$ cat src/common/cp0Pkg.sv
`default_nettype none

package cp0Pkg;

    // register numbers as seen in the rd field of MFC0/MTC0
    localparam logic [4:0] Cp0BadVAddr = 5'd8;
    localparam logic [4:0] Cp0Status   = 5'd12;
    localparam logic [4:0] Cp0Cause    = 5'd13;
    localparam logic [4:0] Cp0Epc      = 5'd14;

    // Status
    localparam int StIe   = 0;
    localparam int StExl  = 1;
    localparam int StImLo = 8;    // IM[9:8] software, IM[15:10] hardware
    localparam int StImHi = 15;

    // Cause
    localparam int CaBd    = 31;
    localparam int CaIpLo  = 8;
    localparam int CaIpHi  = 15;
    localparam int CaExcLo = 2;
    localparam int CaExcHi = 6;

endpackage

`default_nettype wire

$ cat src/common/isaPkg.sv
`default_nettype none

package isaPkg;

    // major opcodes
    localparam logic [5:0] OpSpecial = 6'b000000;
    localparam logic [5:0] OpCop0    = 6'b010000;
    localparam logic [5:0] OpLb      = 6'b100000;
    localparam logic [5:0] OpLh      = 6'b100001;
    localparam logic [5:0] OpLw      = 6'b100011;
    localparam logic [5:0] OpLbu     = 6'b100100;
    localparam logic [5:0] OpLhu     = 6'b100101;
    localparam logic [5:0] OpSb      = 6'b101000;
    localparam logic [5:0] OpSh      = 6'b101001;
    localparam logic [5:0] OpSw      = 6'b101011;

    // funct under SPECIAL
    localparam logic [5:0] FnSyscall = 6'b001100;
    localparam logic [5:0] FnBreak   = 6'b001101;

    // rs field picks the COP0 move direction
    localparam logic [4:0] SelMfc0 = 5'b00000;
    localparam logic [4:0] SelMtc0 = 5'b00100;

    localparam logic [31:0] EretWord = 32'h4200_0018;

    // Cause.ExcCode values
    localparam logic [4:0] ExcInt  = 5'd0;
    localparam logic [4:0] ExcAdel = 5'd4;   // load or fetch
    localparam logic [4:0] ExcAdes = 5'd5;   // store
    localparam logic [4:0] ExcSys  = 5'd8;
    localparam logic [4:0] ExcBp   = 5'd9;
    localparam logic [4:0] ExcRi   = 5'd10;
    localparam logic [4:0] ExcOv   = 5'd12;

    // same 32 bits, register form or immediate form
    typedef union packed {
        struct packed {
            logic [5:0] opcode;
            logic [4:0] rs;
            logic [4:0] rt;
            logic [4:0] rd;
            logic [4:0] shamt;
            logic [5:0] funct;
        } rType;
        struct packed {
            logic [5:0]  opcode;
            logic [4:0]  rs;
            logic [4:0]  rt;
            logic [15:0] imm;
        } iType;
    } instrWord_t;

endpackage

`default_nettype wire

$ cat src/design/memStage.sv
`default_nettype none

module memStage #(
    parameter logic [31:0] ExcVector = 32'hBFC0_0380
) (
    input  wire        clk,
    input  wire        rst,
    input  wire        stall,
    input  wire [5:0]  extInt,
    input  wire        exValid,
    input  wire [31:0] exInstr,
    input  wire [31:0] exPc,
    input  wire [31:0] exAddr,        // effective address or MTC0 data
    input  wire [31:0] exStoreData,
    input  wire        exRegWrite,
    input  wire [4:0]  exWreg,
    input  wire        exOverflow,
    input  wire        exInDelaySlot,
    input  wire        exInstrError,
    input  wire [31:0] readData,
    output wire        memEn,
    output wire [3:0]  byteEn,
    output wire [31:0] memWdata,
    output wire [31:0] memAddr,
    output wire        excTaken,
    output wire        redirect,
    output wire [31:0] redirectPc,
    output wire        wbEn,
    output wire [4:0]  wbReg,
    output wire [31:0] wbData
);

    // M stage fields
    wire                     mValid;
    wire isaPkg::instrWord_t mInstr;
    wire [31:0]              mPc;
    wire [31:0]              mAddr;
    wire [31:0]              mStoreData;
    wire                     mRegWrite;
    wire [4:0]               mWreg;
    wire                     mOverflow;
    wire                     mInDelaySlot;
    wire                     mInstrError;

    wire [31:0] loadData;
    wire        addrErrLoad;
    wire        addrErrStore;
    wire [31:0] badAddr;
    wire [4:0]  excCode;
    wire        eretM;
    wire [31:0] status;
    wire [31:0] cause;
    wire [31:0] epc;
    wire [31:0] cp0Data;

    assign memAddr = mAddr;

    stageRegs uStageRegs (.flush(excTaken), .*);   // exception squashes the younger slot

    lsuLanes uLsuLanes (.*);

    excUnit #(.ExcVector(ExcVector)) uExcUnit (.*);

    cp0Regs uCp0Regs (.*);

endmodule

`default_nettype wire

$ cat src/design/stageRegs.sv
`default_nettype none

module stageRegs (
    input  wire                      clk,
    input  wire                      rst,
    input  wire                      stall,
    input  wire                      exValid,
    input  wire [31:0]               exInstr,
    input  wire [31:0]               exPc,
    input  wire [31:0]               exAddr,
    input  wire [31:0]               exStoreData,
    input  wire                      exRegWrite,
    input  wire [4:0]                exWreg,
    input  wire                      exOverflow,
    input  wire                      exInDelaySlot,
    input  wire                      exInstrError,
    input  wire                      flush,
    input  wire [31:0]               loadData,
    input  wire [31:0]               cp0Data,
    output logic                     mValid,
    output isaPkg::instrWord_t       mInstr,
    output logic [31:0]              mPc,
    output logic [31:0]              mAddr,
    output logic [31:0]              mStoreData,
    output logic                     mRegWrite,
    output logic [4:0]               mWreg,
    output logic                     mOverflow,
    output logic                     mInDelaySlot,
    output logic                     mInstrError,
    output logic                     wbEn,
    output logic [4:0]               wbReg,
    output logic [31:0]              wbData
);

    logic        isLoad;
    logic        isMfc0;
    logic [31:0] result;

    always_comb begin
        case (mInstr.iType.opcode)
            isaPkg::OpLw, isaPkg::OpLh, isaPkg::OpLhu, isaPkg::OpLb, isaPkg::OpLbu:
                isLoad = 1'b1;
            default:
                isLoad = 1'b0;
        endcase
    end

    assign isMfc0 = mInstr.rType.opcode == isaPkg::OpCop0
                    && mInstr.rType.rs == isaPkg::SelMfc0;
    assign result = isLoad ? loadData : isMfc0 ? cp0Data : mAddr;

    // control bits, a flush turns the incoming slot into a bubble
    always_ff @(posedge clk) begin
        if (rst) begin
            mValid       <= 1'b0;
            mRegWrite    <= 1'b0;
            mOverflow    <= 1'b0;
            mInDelaySlot <= 1'b0;
            mInstrError  <= 1'b0;
            wbEn         <= 1'b0;
        end else if (!stall) begin
            mValid       <= exValid & ~flush;
            mRegWrite    <= exRegWrite & ~flush;
            mOverflow    <= exOverflow & ~flush;
            mInDelaySlot <= exInDelaySlot & ~flush;
            mInstrError  <= exInstrError & ~flush;
            wbEn         <= mValid & mRegWrite & ~flush;   // faulting instr never writes back
        end
    end

    always_ff @(posedge clk) begin
        if (!stall) begin
            mInstr     <= exInstr;
            mPc        <= exPc;
            mAddr      <= exAddr;
            mStoreData <= exStoreData;
            mWreg      <= exWreg;
            wbReg      <= mWreg;
            wbData     <= result;
        end
    end

endmodule

`default_nettype wire

$ cat src/exception/cp0Regs.sv
`default_nettype none

module cp0Regs (
    input  wire                     clk,
    input  wire                     rst,
    input  wire                     stall,
    input  wire                     mValid,
    input  wire isaPkg::instrWord_t mInstr,
    input  wire [31:0]              mAddr,
    input  wire [31:0]              mPc,
    input  wire                     mInDelaySlot,
    input  wire [31:0]              badAddr,
    input  wire                     excTaken,
    input  wire [4:0]               excCode,
    input  wire                     eretM,
    input  wire [5:0]               extInt,
    output logic [31:0]             status,
    output logic [31:0]             cause,
    output logic [31:0]             epc,
    output logic [31:0]             cp0Data
);

    logic [31:0] badVAddr;
    logic        isMtc0;
    logic        isAddrExc;

    assign isMtc0 = mValid && !excTaken
                    && mInstr.rType.opcode == isaPkg::OpCop0
                    && mInstr.rType.rs == isaPkg::SelMtc0;

    assign isAddrExc = excCode == isaPkg::ExcAdel || excCode == isaPkg::ExcAdes;

    always_ff @(posedge clk) begin
        if (rst) begin
            status   <= 32'h0;
            cause    <= 32'h0;
            epc      <= 32'h0;
            badVAddr <= 32'h0;
        end else if (!stall) begin
            cause[cp0Pkg::CaIpHi:cp0Pkg::CaIpLo+2] <= extInt;   // hardware pending lines
            if (excTaken) begin
                // restart at the branch when the faulting instruction sits in its slot
                epc <= mInDelaySlot ? mPc - 32'd4 : mPc;
                cause[cp0Pkg::CaBd] <= mInDelaySlot;
                cause[cp0Pkg::CaExcHi:cp0Pkg::CaExcLo] <= excCode;
                status[cp0Pkg::StExl] <= 1'b1;
                if (isAddrExc) begin
                    badVAddr <= badAddr;
                end
            end else if (eretM) begin
                status[cp0Pkg::StExl] <= 1'b0;
            end else if (isMtc0) begin
                case (mInstr.rType.rd)
                    cp0Pkg::Cp0Status: status <= mAddr;
                    cp0Pkg::Cp0Cause: begin
                        // only the two software bits are writable
                        cause[cp0Pkg::CaIpLo+1:cp0Pkg::CaIpLo] <=
                            mAddr[cp0Pkg::CaIpLo+1:cp0Pkg::CaIpLo];
                    end
                    cp0Pkg::Cp0Epc:      epc <= mAddr;
                    cp0Pkg::Cp0BadVAddr: badVAddr <= mAddr;
                    default: ;
                endcase
            end
        end
    end

    // MFC0 read port, selected by rd
    always_comb begin
        case (mInstr.rType.rd)
            cp0Pkg::Cp0Status:   cp0Data = status;
            cp0Pkg::Cp0Cause:    cp0Data = cause;
            cp0Pkg::Cp0Epc:      cp0Data = epc;
            cp0Pkg::Cp0BadVAddr: cp0Data = badVAddr;
            default:             cp0Data = 32'h0;
        endcase
    end

endmodule

`default_nettype wire

$ cat src/exception/excUnit.sv
`default_nettype none

module excUnit #(
    parameter logic [31:0] ExcVector = 32'hBFC0_0380
) (
    input  wire                     mValid,
    input  wire isaPkg::instrWord_t mInstr,
    input  wire                     mOverflow,
    input  wire                     mInstrError,
    input  wire                     addrErrLoad,
    input  wire                     addrErrStore,
    input  wire [5:0]               extInt,
    input  wire [31:0]              status,
    input  wire [31:0]              cause,
    input  wire [31:0]              epc,
    output logic                    excTaken,
    output logic [4:0]              excCode,
    output logic                    eretM,
    output logic                    redirect,
    output logic [31:0]             redirectPc
);

    logic swInt;
    logic hwInt;
    logic intPending;
    logic isSpecial;
    logic isSyscall;
    logic isBreak;

    // IP[9:8] are written by software, the upper six come straight from the pins
    assign swInt = |(status[cp0Pkg::StImLo+1:cp0Pkg::StImLo]
                     & cause[cp0Pkg::CaIpLo+1:cp0Pkg::CaIpLo]);
    assign hwInt = |(status[cp0Pkg::StImHi:cp0Pkg::StImLo+2] & extInt);
    assign intPending = status[cp0Pkg::StIe] & ~status[cp0Pkg::StExl] & (swInt | hwInt);

    assign isSpecial = mInstr.rType.opcode == isaPkg::OpSpecial;
    assign isSyscall = isSpecial && mInstr.rType.funct == isaPkg::FnSyscall;
    assign isBreak   = isSpecial && mInstr.rType.funct == isaPkg::FnBreak;

    // highest priority first
    assign excCode = intPending   ? isaPkg::ExcInt  :
                     addrErrLoad  ? isaPkg::ExcAdel :
                     addrErrStore ? isaPkg::ExcAdes :
                     isSyscall    ? isaPkg::ExcSys  :
                     isBreak      ? isaPkg::ExcBp   :
                     mInstrError  ? isaPkg::ExcRi   :
                                    isaPkg::ExcOv;

    assign excTaken = mValid & (intPending | addrErrLoad | addrErrStore | isSyscall
                                | isBreak | mInstrError | mOverflow);

    // an ERET that faults is just an exception
    assign eretM = mValid && (mInstr == isaPkg::EretWord) && !excTaken;

    assign redirect   = excTaken | eretM;
    assign redirectPc = excTaken ? ExcVector : epc;

endmodule

`default_nettype wire

$ cat src/lsu/lsuLanes.sv
`default_nettype none

module lsuLanes (
    input  wire                     mValid,
    input  wire isaPkg::instrWord_t mInstr,
    input  wire [31:0]              mAddr,
    input  wire [31:0]              mStoreData,
    input  wire [31:0]              mPc,
    input  wire [31:0]              readData,
    input  wire                     excTaken,
    output logic                    memEn,
    output logic [3:0]              byteEn,
    output logic [31:0]             memWdata,
    output logic [31:0]             loadData,
    output logic                    addrErrLoad,
    output logic                    addrErrStore,
    output logic [31:0]             badAddr
);

    logic [5:0]  op;
    logic        isLoad;
    logic        isStore;
    logic        misaligned;
    logic        pcErr;
    logic [3:0]  laneMask;
    logic [15:0] halfSel;
    logic [7:0]  byteSel;

    assign op = mInstr.iType.opcode;

    // store steering and access class
    always_comb begin
        isLoad   = 1'b0;
        isStore  = 1'b0;
        laneMask = 4'b0000;
        memWdata = 32'h0;
        case (op)
            isaPkg::OpLw, isaPkg::OpLh, isaPkg::OpLhu, isaPkg::OpLb, isaPkg::OpLbu: begin
                isLoad = 1'b1;
            end
            isaPkg::OpSw: begin
                isStore  = 1'b1;
                laneMask = 4'b1111;
                memWdata = mStoreData;
            end
            isaPkg::OpSh: begin
                isStore  = 1'b1;
                laneMask = mAddr[1] ? 4'b1100 : 4'b0011;
                memWdata = {2{mStoreData[15:0]}};   // same half on both lanes
            end
            isaPkg::OpSb: begin
                isStore  = 1'b1;
                laneMask = 4'b0001 << mAddr[1:0];
                memWdata = {4{mStoreData[7:0]}};
            end
            default: ;
        endcase
    end

    assign halfSel = mAddr[1] ? readData[31:16] : readData[15:0];
    assign byteSel = readData[{mAddr[1:0], 3'b000} +: 8];

    always_comb begin
        case (op)
            isaPkg::OpLw:  loadData = readData;
            isaPkg::OpLh:  loadData = {{16{halfSel[15]}}, halfSel};
            isaPkg::OpLhu: loadData = {16'h0, halfSel};
            isaPkg::OpLb:  loadData = {{24{byteSel[7]}}, byteSel};
            isaPkg::OpLbu: loadData = {24'h0, byteSel};
            default:       loadData = 32'h0;
        endcase
    end

    // alignment rules, bytes never fault
    always_comb begin
        case (op)
            isaPkg::OpLw, isaPkg::OpSw:                misaligned = |mAddr[1:0];
            isaPkg::OpLh, isaPkg::OpLhu, isaPkg::OpSh: misaligned = mAddr[0];
            default:                                   misaligned = 1'b0;
        endcase
    end

    assign pcErr        = mValid && (mPc[1:0] != 2'b00);
    assign addrErrLoad  = pcErr | (mValid & isLoad & misaligned);   // fetch error reported as AdEL
    assign addrErrStore = mValid & isStore & misaligned;
    assign badAddr      = pcErr ? mPc : mAddr;

    assign memEn  = mValid & (isLoad | isStore) & ~excTaken;
    assign byteEn = (mValid & isStore & ~excTaken) ? laneMask : 4'b0000;

endmodule

`default_nettype wire

$ cat config.mk
export PLATFORM = sky130hd
export DESIGN_NAME = memStage
export DESIGN_NICKNAME = d
export VERILOG_FILES = /design/src/common/cp0Pkg.sv /design/src/common/isaPkg.sv /design/src/design/memStage.sv /design/src/design/stageRegs.sv /design/src/exception/cp0Regs.sv /design/src/exception/excUnit.sv /design/src/lsu/lsuLanes.sv
export SDC_FILE = /design/constraint.sdc
export NUM_CORES = 1
export LEC_CHECK = 0
export BUFFER_PORTS_ARGS = -buffer_cell sky130_fd_sc_hd__buf_4
export CORE_MARGIN = 4
export CORE_UTILIZATION = 25
export CTS_BUF_LIST = sky130_fd_sc_hd__clkbuf_16
export CTS_CLUSTER_SIZE = 20
export DETAILED_ROUTE_END_ITERATION = 12
export SLEW_MARGIN = 10
export SYNTH_ARGS = -nofsm -noshare
export SYNTH_HDL_FRONTEND = slang
export SYNTH_SLANG_ARGS = --single-unit
export TNS_END_PERCENT = 30
$ cat constraint.sdc
create_clock -name clk -period 8.8 [get_ports clk]
set_clock_uncertainty 0.2 [all_clocks]
set_input_delay 0.88 -clock clk [delete_from_list [all_inputs] [get_ports clk]]
set_output_delay 0.88 -clock clk [all_outputs]
set_load 0.01 [all_outputs]
==> results of run 1 <==
## kinds of logic (layout without fill, tap and decap cells)
family	count (synthesis)	in the layout	share of synthesized area, %
xor gates and xnor gates	27	27	1.76
adders and majority gates	2	2	0.167
AOI/OAI and AO/OA	305	305	14.8
muxes	88	88	6.98
other	0	1	0
and+or+nand+nor	510	510	18.0
buffers and inverters	109	417	3.26
DFF	285	285	55.0
## final cells by class
class / instances / share of cell area [%]
well taps: 688 / 4.86
flip-flops and latches: 285 / 41.8
diodes: 1 / 0.0141
clock buffers: 39 / 5.51
multi-input cells: 932 / 32.0
clock inverters: 29 / 1.21
inverters: 11 / 0.275
repair buffers: 338 / 14.3
## worst max-delay path, stage by stage (launching register included)
cell and delay [ps]:
edfxtp_1 910, and2_1 760, nor4b_1 410, o211a_1 320, o31ai_4 100, inv_2 600
buf_4 260
## synth_stat cells (6+ instances only)
| master | number |
|---|---|
| nand2b_1 | 18 |
| dfxtp_1 | 115 |
| nor4_1 | 18 |
| a221oi_1 | 18 |
| nand4_1 | 6 |
| nor4b_1 | 7 |
| edfxtp_1 | 170 |
| nor2b_1 | 37 |
| o21ai_0 | 49 |
| mux2i_1 | 50 |
| a22oi_1 | 50 |
| o32ai_1 | 29 |
| nor2_1 | 122 |
| o21ai_1 | 6 |
| nand2_1 | 208 |
| nor3_1 | 17 |
| and2_1 | 32 |
| nand3_1 | 8 |
| buf_2 | 9 |
| clkbuf_1 | 82 |
| inv_1 | 9 |
| a21oi_1 | 116 |
| mux2_2 | 36 |
| xor2_1 | 22 |
| or3_1 | 7 |
## sequential cells by signal, indices dropped and copies added (netlist names), 5 cells and up
name and cells:
uCp0Regs.badVAddr 32, uCp0Regs.cause 13, uCp0Regs.epc 32, uCp0Regs.status 32
uStageRegs.mAddr 32, uStageRegs.mInstr 32, uStageRegs.mPc 32, uStageRegs.mStoreData 32
uStageRegs.mWreg 5, uStageRegs.wbData 32, uStageRegs.wbReg 5
## how the worst min path moves through the flow
stage | to | slack [ps] | cells after the start
2_1_floorplan | uStageRegs.wbReg[0]$_DFFE_PN_ | 200 | 0
3_3_place_gp | uStageRegs.wbReg[2]$_DFFE_PN_ | 200 | 0
3_5_place_dp | uStageRegs.wbReg[1]$_DFFE_PN_ | 210 | 0
4_1_cts | uStageRegs.wbReg[1]$_DFFE_PN_ | 220 | 0
5_1_grt | uStageRegs.wbReg[1]$_DFFE_PN_ | 220 | 0
6_report | uStageRegs.wbReg[1]$_DFFE_PN_ | 220 | 0
## routing by layer
metal  GRT usage, %  vias up
met2           29.9      529
met1           21.9     5801
li1               -     5409
met5              0        -
met3           4.38       89
met4           6.23        4
## report_power, final
group	internal, mW	switching, mW
clock network	0.889	0.614
registers	1.50	0.0744
logic	0.157	0.198
total	2.54	0.887
==> reports/qor.log, run 1 <==
qor: sta.final.hold.worst_slack 217 ps
qor: placed_design.dpl_ws 3970 ps
qor: finish.final_cell_mix buf_4, nand2_1, edfxtp_1, nor2_1, a21oi_1
qor: logic_synthesis.number_of_synthesized_flops_with_an_enable_pin 170
qor: finish.multi_input_area 5670 um^2
qor: setup_path.r2r.worst_path.cells 8
qor: sta.rsz_0062_raised_after_global_routing false
qor: finish.layout.cell_area.non_filler 17,700 um^2
qor: logic_synthesis.syn_area 13,500 um^2
qor: logic_synthesis.post-synth-top-area-fraction 37.9%
qor: finish.share_of_final_layout_standard_cells_stronger_than_drive_strength_1 27.7%
qor: logic_synthesis.ys_seq_area_share 55.0%
qor: setup_path.worst_setup_path_startpoint uStageRegs.mInstr[27]$_DFFE_PN_
qor: global_routing.leftover_overflow_at_the_end_of_global_routing 0
qor: setup_path.worstPathArrival 3970 ps
qor: clock_network.ctsHtreeMaxLevel 2
qor: logic_synthesis.syn_area_per_cell 10.2 um^2
qor: global_routing.maximum_number_of_pins_on_one_net_before_global_route_repair 109
qor: drt.detail_route.vias_per_cell 5.09
qor: clock_network.clkTransAtPathRegs 60 ps
qor: drt.detail_route.wirelength.met1 21,300 um
qor: hold_path.worst_hold_startpoint uStageRegs.mWreg[1]$_DFFE_PN_
qor: sta.totalNegativeSetupSlack 0 ps
qor: sta.hold_violations 0
qor: logic_synthesis.synth.distinct_cells 69
qor: sta.timing.max_slew.rel_slack 20.3%
qor: clock_network.clock_sink_count 285
qor: clock_network.post_cts.resized_instances 0
qor: setup_path.r2r_slack 4490 ps
qor: logic_synthesis.synth_nets 1,506
qor: logic_synthesis.synth-warning-count 0
qor: clock_network.insertion_delay 560 ps
qor: placed_design.hpwl_after_detailed_placement 37,400 um
qor: placed_design.numPortBuffers 319
qor: drt.drt_pre_antenna_iters 5
qor: finish.nNetsFinal 1,785
qor: logic_synthesis.yosys.area.top_type edfxtp_1
qor: floorplan.chipWidth 240 um
qor: clock_network.cts-root-buf clkbuf_16
qor: placed_design.place.detailed.instances 2,254
qor: clock_network.clockBufferDepth 3
qor: floorplan.die_area 57,600 um^2
qor: drt.routed-wl-met2 26,200 um
qor: drt.maxUsedRoutingLayer met5
qor: setup_path.startpoint_type_of_the_worst_setup_path flip-flop
qor: drt.routed-wl-met3 4260 um
qor: pwr.post-layout-total-power 3.43 mW
qor: finish.most_common_library_cell_in_the_layout_ignoring_fill_and_taps buf_4
qor: drt.drt_iter0_markers 1,060
qor: global_routing.grt_util_all_layers 17.6%
qor: outcome.outcome finished, final reports clean
qor: setup_path.setup.worst_path.end excTaken
qor: hold_path.hold_path_class reg2reg
qor: sta.period_share 57.4%
qor: sta.fmax 198 MHz
qor: logic_synthesis.number_of_instances_in_the_synthesized_netlist 1,326
qor: floorplan.io_pins 320
qor: clock_network.post_cts_buffers 0
qor: logic_synthesis.postSynthRegisterBits 285
qor: floorplan.chip_height 240 um
qor: clock_network.hold_buffers 0
qor: setup_path.timing.rr.end uCp0Regs.badVAddr[3]$_SDFFE_PP0P_
qor: finish.fillers 5,416
qor: drt.routed_wirelength 53,400 um
qor: global_routing.grt_pass1_vias 11.6k
qor: floorplan.start_util 25.4%
qor: pwr.ir_worst_vdd 0.128 mV
qor: placed_design.placement.cell_area 16,500 um^2
qor: clock_network.tritoncts built
qor: setup_path.cp.required 7720 ps
qor: setup_path.timing.rr.start uStageRegs.mInstr[27]$_DFFE_PN_
qor: pwr.power_density 194 nW/um^2
qor: sta.setup-violations-final 0
qor: setup_path.crit_path_max_fanout 34
qor: drt.wl_per_cell 23.0 um
qor: sta.final_max_slew_viol_count 0
qor: global_routing.global_route_wire_length_before_repair 76,400 um
qor: pwr.power.leakage 6.85 nW
qor: placed_design.replace_congestion 0.833
qor: drt.drc_errors 0
qor: floorplan.placeableCoreArea 53,000 um^2
qor: finish.utilization 33.4%
qor: sta.max_slew.worst_pin.slew 1190 ps
qor: finish.seqCellArea 7410 um^2
qor: drt.via_count 11.8k
qor: clock_network.cts_buffers 37
qor: logic_synthesis.most_used_flip_flop_cell_after_synthesis edfxtp_1
qor: global_routing.antenna_found_initial 4
qor: floorplan.rows 84
qor: sta.layout_setup_ws 3750 ps
qor: logic_synthesis.synth_top_cells_by_area edfxtp_1, dfxtp_1, nand2_1
qor: drt.drt.antenna.violating_nets 0
qor: setup_path.end_kind output pin
qor: finish.synth_to_final_area_change 31.5%
qor: setup_path.crit_type reg2out
qor: finish.post_layout_nonfiller_instances 2,323
qor: logic_synthesis.ys_async_sr_fraction 0%
qor: sta.period_minus_slack 5050 ps
qor: job.maxCapViolations 0
(Power assumes the default switching activity.)
==> inputs of run 2 (changes only) <==
==> constraint.sdc (replaced) <==
create_clock -name clk -period 4.36 [get_ports clk]
set_clock_uncertainty 0.2 [all_clocks]
set_input_delay 0.436 -clock clk [delete_from_list [all_inputs] [get_ports clk]]
set_output_delay 0.436 -clock clk [all_outputs]
set_load 0.01 [all_outputs]
==> run 2 against run 1 <==
Compared with the run above:
- sequential cell count unchanged
- hold slack lost 180 ps
- sequential power rose by 100%
- critical path type is now in2out
- die area is the same
- setup slack worse by 3400 ps
- critical endpoint is now redirectPc[29]
- critical path depth increased by 4
- first-iteration DRC count grew 15%
- largest cell class unchanged
- sequential share of layout area down 3.5 points
==> reports/qor.log, run 2 (synthesized netlist as in run 1, its figures left out) <==
qor: drt.drt_pre_antenna_iters 6 [+1]
qor: setup_path.crit_path_max_fanout 70 [+110%]
qor: finish.nNetsFinal 1,945 [+9.0%]
qor: floorplan.start_util 25.4% [unchanged]
qor: global_routing.leftover_overflow_at_the_end_of_global_routing 0 [unchanged]
qor: global_routing.grt_pass1_vias 12.4k [+6.8%]
qor: placed_design.hpwl_after_detailed_placement 39,500 um [+5.7%]
qor: sta.fmax 250 MHz
qor: pwr.share_seq_of_total_power 44.9% [-0.9 points]
qor: drt.via_count 12.3k [+3.8%]
qor: sta.totalNegativeSetupSlack 0 ps [unchanged]
qor: clock_network.clockBufferDepth 3 [unchanged]
qor: finish.share_of_final_layout_standard_cells_stronger_than_drive_strength_1 25.9% [-1.8 points]
qor: sta.period_minus_slack 4000 ps
qor: placed_design.numPortBuffers 319 [unchanged]
qor: setup_path.r2r_slack 610 ps [-3880 ps]
qor: floorplan.chipWidth 240 um [unchanged]
qor: drt.detail_route.vias_per_cell 4.95 [-2.9%]
qor: outcome.outcome finished, final reports clean
qor: floorplan.die_area 57,600 um^2 [unchanged]
qor: global_routing.antenna_found_initial 3 [-1]
qor: pwr.clockPowerShare 43.6% [-0.2 points]
qor: clock_network.ctsHtreeMaxLevel 2 [unchanged]
qor: floorplan.io_pins 320 [unchanged]
qor: drt.routed_wirelength 55,600 um [+4.1%]
qor: pwr.ir_worst_vdd 0.249 mV [+95%]
qor: setup_path.startpoint_type_of_the_worst_setup_path input port
qor: finish.final_cell_mix buf_4, nand2_1, edfxtp_1, dlygate4sd3_1, nor2_1
qor: pwr.pwr-share-comb 11.6% [+1.2 points]
qor: placed_design.place.detailed.instances 2,268 [+0.62%]
qor: global_routing.grt_util_all_layers 18.5% [+0.87 points]
qor: setup_path.setup.worst_path.end redirectPc[29]
qor: sta.max_slew.worst_pin.slew 1010 ps [-176 ps]
qor: clock_network.tritoncts built
qor: drt.drc_errors 0 [unchanged]
qor: placed_design.placement.cell_area 16,600 um^2 [+0.65%]
qor: sta.period_share 91.8%
qor: setup_path.r2r.worst_path.cells 9 [+1]
qor: setup_path.end_kind output pin
qor: hold_path.hold_path_class in2reg
qor: sta.final_max_slew_viol_count 0 [unchanged]
qor: setup_path.timing.rr.start uStageRegs.mInstr[27]$_DFFE_PN_
qor: sta.hold_violations 0 [unchanged]
qor: setup_path.worst_setup_path_startpoint extInt[0]
qor: drt.drt_iter0_markers 1,223 [+15%]
qor: finish.post_layout_nonfiller_instances 2,482 [+6.8%]
qor: global_routing.maximum_number_of_pins_on_one_net_before_global_route_repair 71 [-35%]
qor: global_routing.global_route_wire_length_before_repair 80,200 um [+5.1%]
qor: setup_path.crit_type in2out
qor: sta.timing.max_slew.rel_slack 31.6% [+11 points]
qor: sta.rsz_0062_raised_after_global_routing false
qor: clock_network.insertion_delay 560 ps [about the same]
qor: clock_network.clkTransAtPathRegs 50 ps [about the same]
qor: finish.synth_to_final_area_change 43.4%
qor: placed_design.replace_congestion 0.841 [+1.0%]
qor: pwr.power.leakage 7.55 nW [+10%]
qor: pwr.switching_share 25.7% [-0.17 points]
qor: finish.most_common_library_cell_in_the_layout_ignoring_fill_and_taps buf_4
qor: sta.final.hold.worst_slack 33.4 ps [-184 ps]
qor: floorplan.rows 84 [unchanged]
qor: drt.drt.antenna.violating_nets 0 [unchanged]
qor: setup_path.cp.required 3720 ps [-4000 ps]
qor: clock_network.post_cts_buffers 0 [unchanged]
qor: hold_path.worst_hold_startpoint readData[29]
qor: floorplan.chip_height 240 um [unchanged]
qor: drt.wl_per_cell 22.4 um [-2.5%]
qor: pwr.p_switching 1.82 mW [+110%]
qor: sta.setup-violations-final 0 [unchanged]
qor: pwr.power_density 368 nW/um^2 [+90%]
qor: finish.fillers 5,313 [-1.9%]
qor: pwr.cellInternalPower 5.28 mW [+110%]
qor: clock_network.cts-root-buf clkbuf_16
qor: setup_path.worstPathArrival 3370 ps [-600 ps]
qor: floorplan.placeableCoreArea 53,000 um^2 [unchanged]
qor: clock_network.clock_sink_count 285 [unchanged]
qor: clock_network.cts_buffers 37 [unchanged]
qor: job.maxCapViolations 0 [unchanged]
qor: finish.layout.cell_area.non_filler 19,300 um^2 [+9.0%]
qor: setup_path.timing.rr.end uCp0Regs.epc[23]$_SDFFE_PP0P_
run 2: cell count changes in the layout (fill, tap and decap cells not counted), moves of 3 or more:
cell	before	now
clkinv_1	8	5
clkbuf_16	39	42
buf_4	338	350
dlygate4sd3_1	0	146
run 2: timing repair:
item                      4_1_cts  5_1_grt
hold endpoints to repair      145        0
hold buffers                  146        0
resized for setup               0        0
run 2: worst max-delay path: stages:
cell           delay [ps]
dlygate4sd3_1         550
buf_4                 140
a22o_1                250
o41ai_2               490
buf_4                 220
nand2_1               130
o31ai_4               360
buf_12                300
nand2b_1              200
buf_4                 190
run 2: final cells by class:
type	count	area [um^2]	share of cell area, %
multi-input combinational	932	5640	29.2
antenna	1	2.50	0.0130
sequential	285	7410	38.3
clock buffer	42	1050	5.44
inverter	11	48.8	0.253
tap	688	861	4.46
clock inverter	25	173	0.894
timing repair buffer	498	4130	21.4
run 2: stage by stage:
step | total power, mW | worst slack, ps | util [%]
global placement | 3.95 | 786 | 31.4
detailed placement | 3.96 | 712 | 31.4
CTS | 7.21 | 427 | 36.5
finish | 7.10 | 356 | 36.5
floorplan | 3.51 | 118 | -
global route | 7.39 | 211 | 36.5
run 2: how the worst min path moves through the flow:
stage                                      end  slack, ps  depth (start not counted)
6_report       uStageRegs.wbData[29]$_DFFE_PN_         30                          3
3_5_place_dp     uStageRegs.wbReg[0]$_DFFE_PN_        210                          0
2_1_floorplan    uStageRegs.wbReg[0]$_DFFE_PN_        200                          0
3_3_place_gp     uStageRegs.wbReg[3]$_DFFE_PN_        200                          0
5_1_grt         uStageRegs.wbData[6]$_DFFE_PN_         30                          3
4_1_cts        uStageRegs.wbData[29]$_DFFE_PN_          1                          3
run 2: power groups by stage:
| stage | Sequential, mW | Clock, mW | Combinational [mW] |
|---|---|---|---|
| global route | 3.20 | 3.31 | 0.886 |
| global placement | 3.25 | 0 | 0.705 |
| finish | 3.19 | 3.09 | 0.822 |
| CTS | 3.19 | 3.19 | 0.824 |
| floorplan | 3.18 | 0 | 0.327 |
| detailed placement | 3.24 | 0 | 0.715 |
run 2: layer usage:
metal | global-route usage [%] | part of all wire (%) | vias up | wire length (um)
li1 | - | - | 5718 | -
met1 | 23.0 | 40 | 5952 | 22100
met2 | 32.3 | 50 | 517 | 28000
met3 | 3.82 | 7.1 | 86 | 3950
met4 | 5.67 | 2.8 | 4 | 1550
met5 | 0 | 0.061 | - | 34
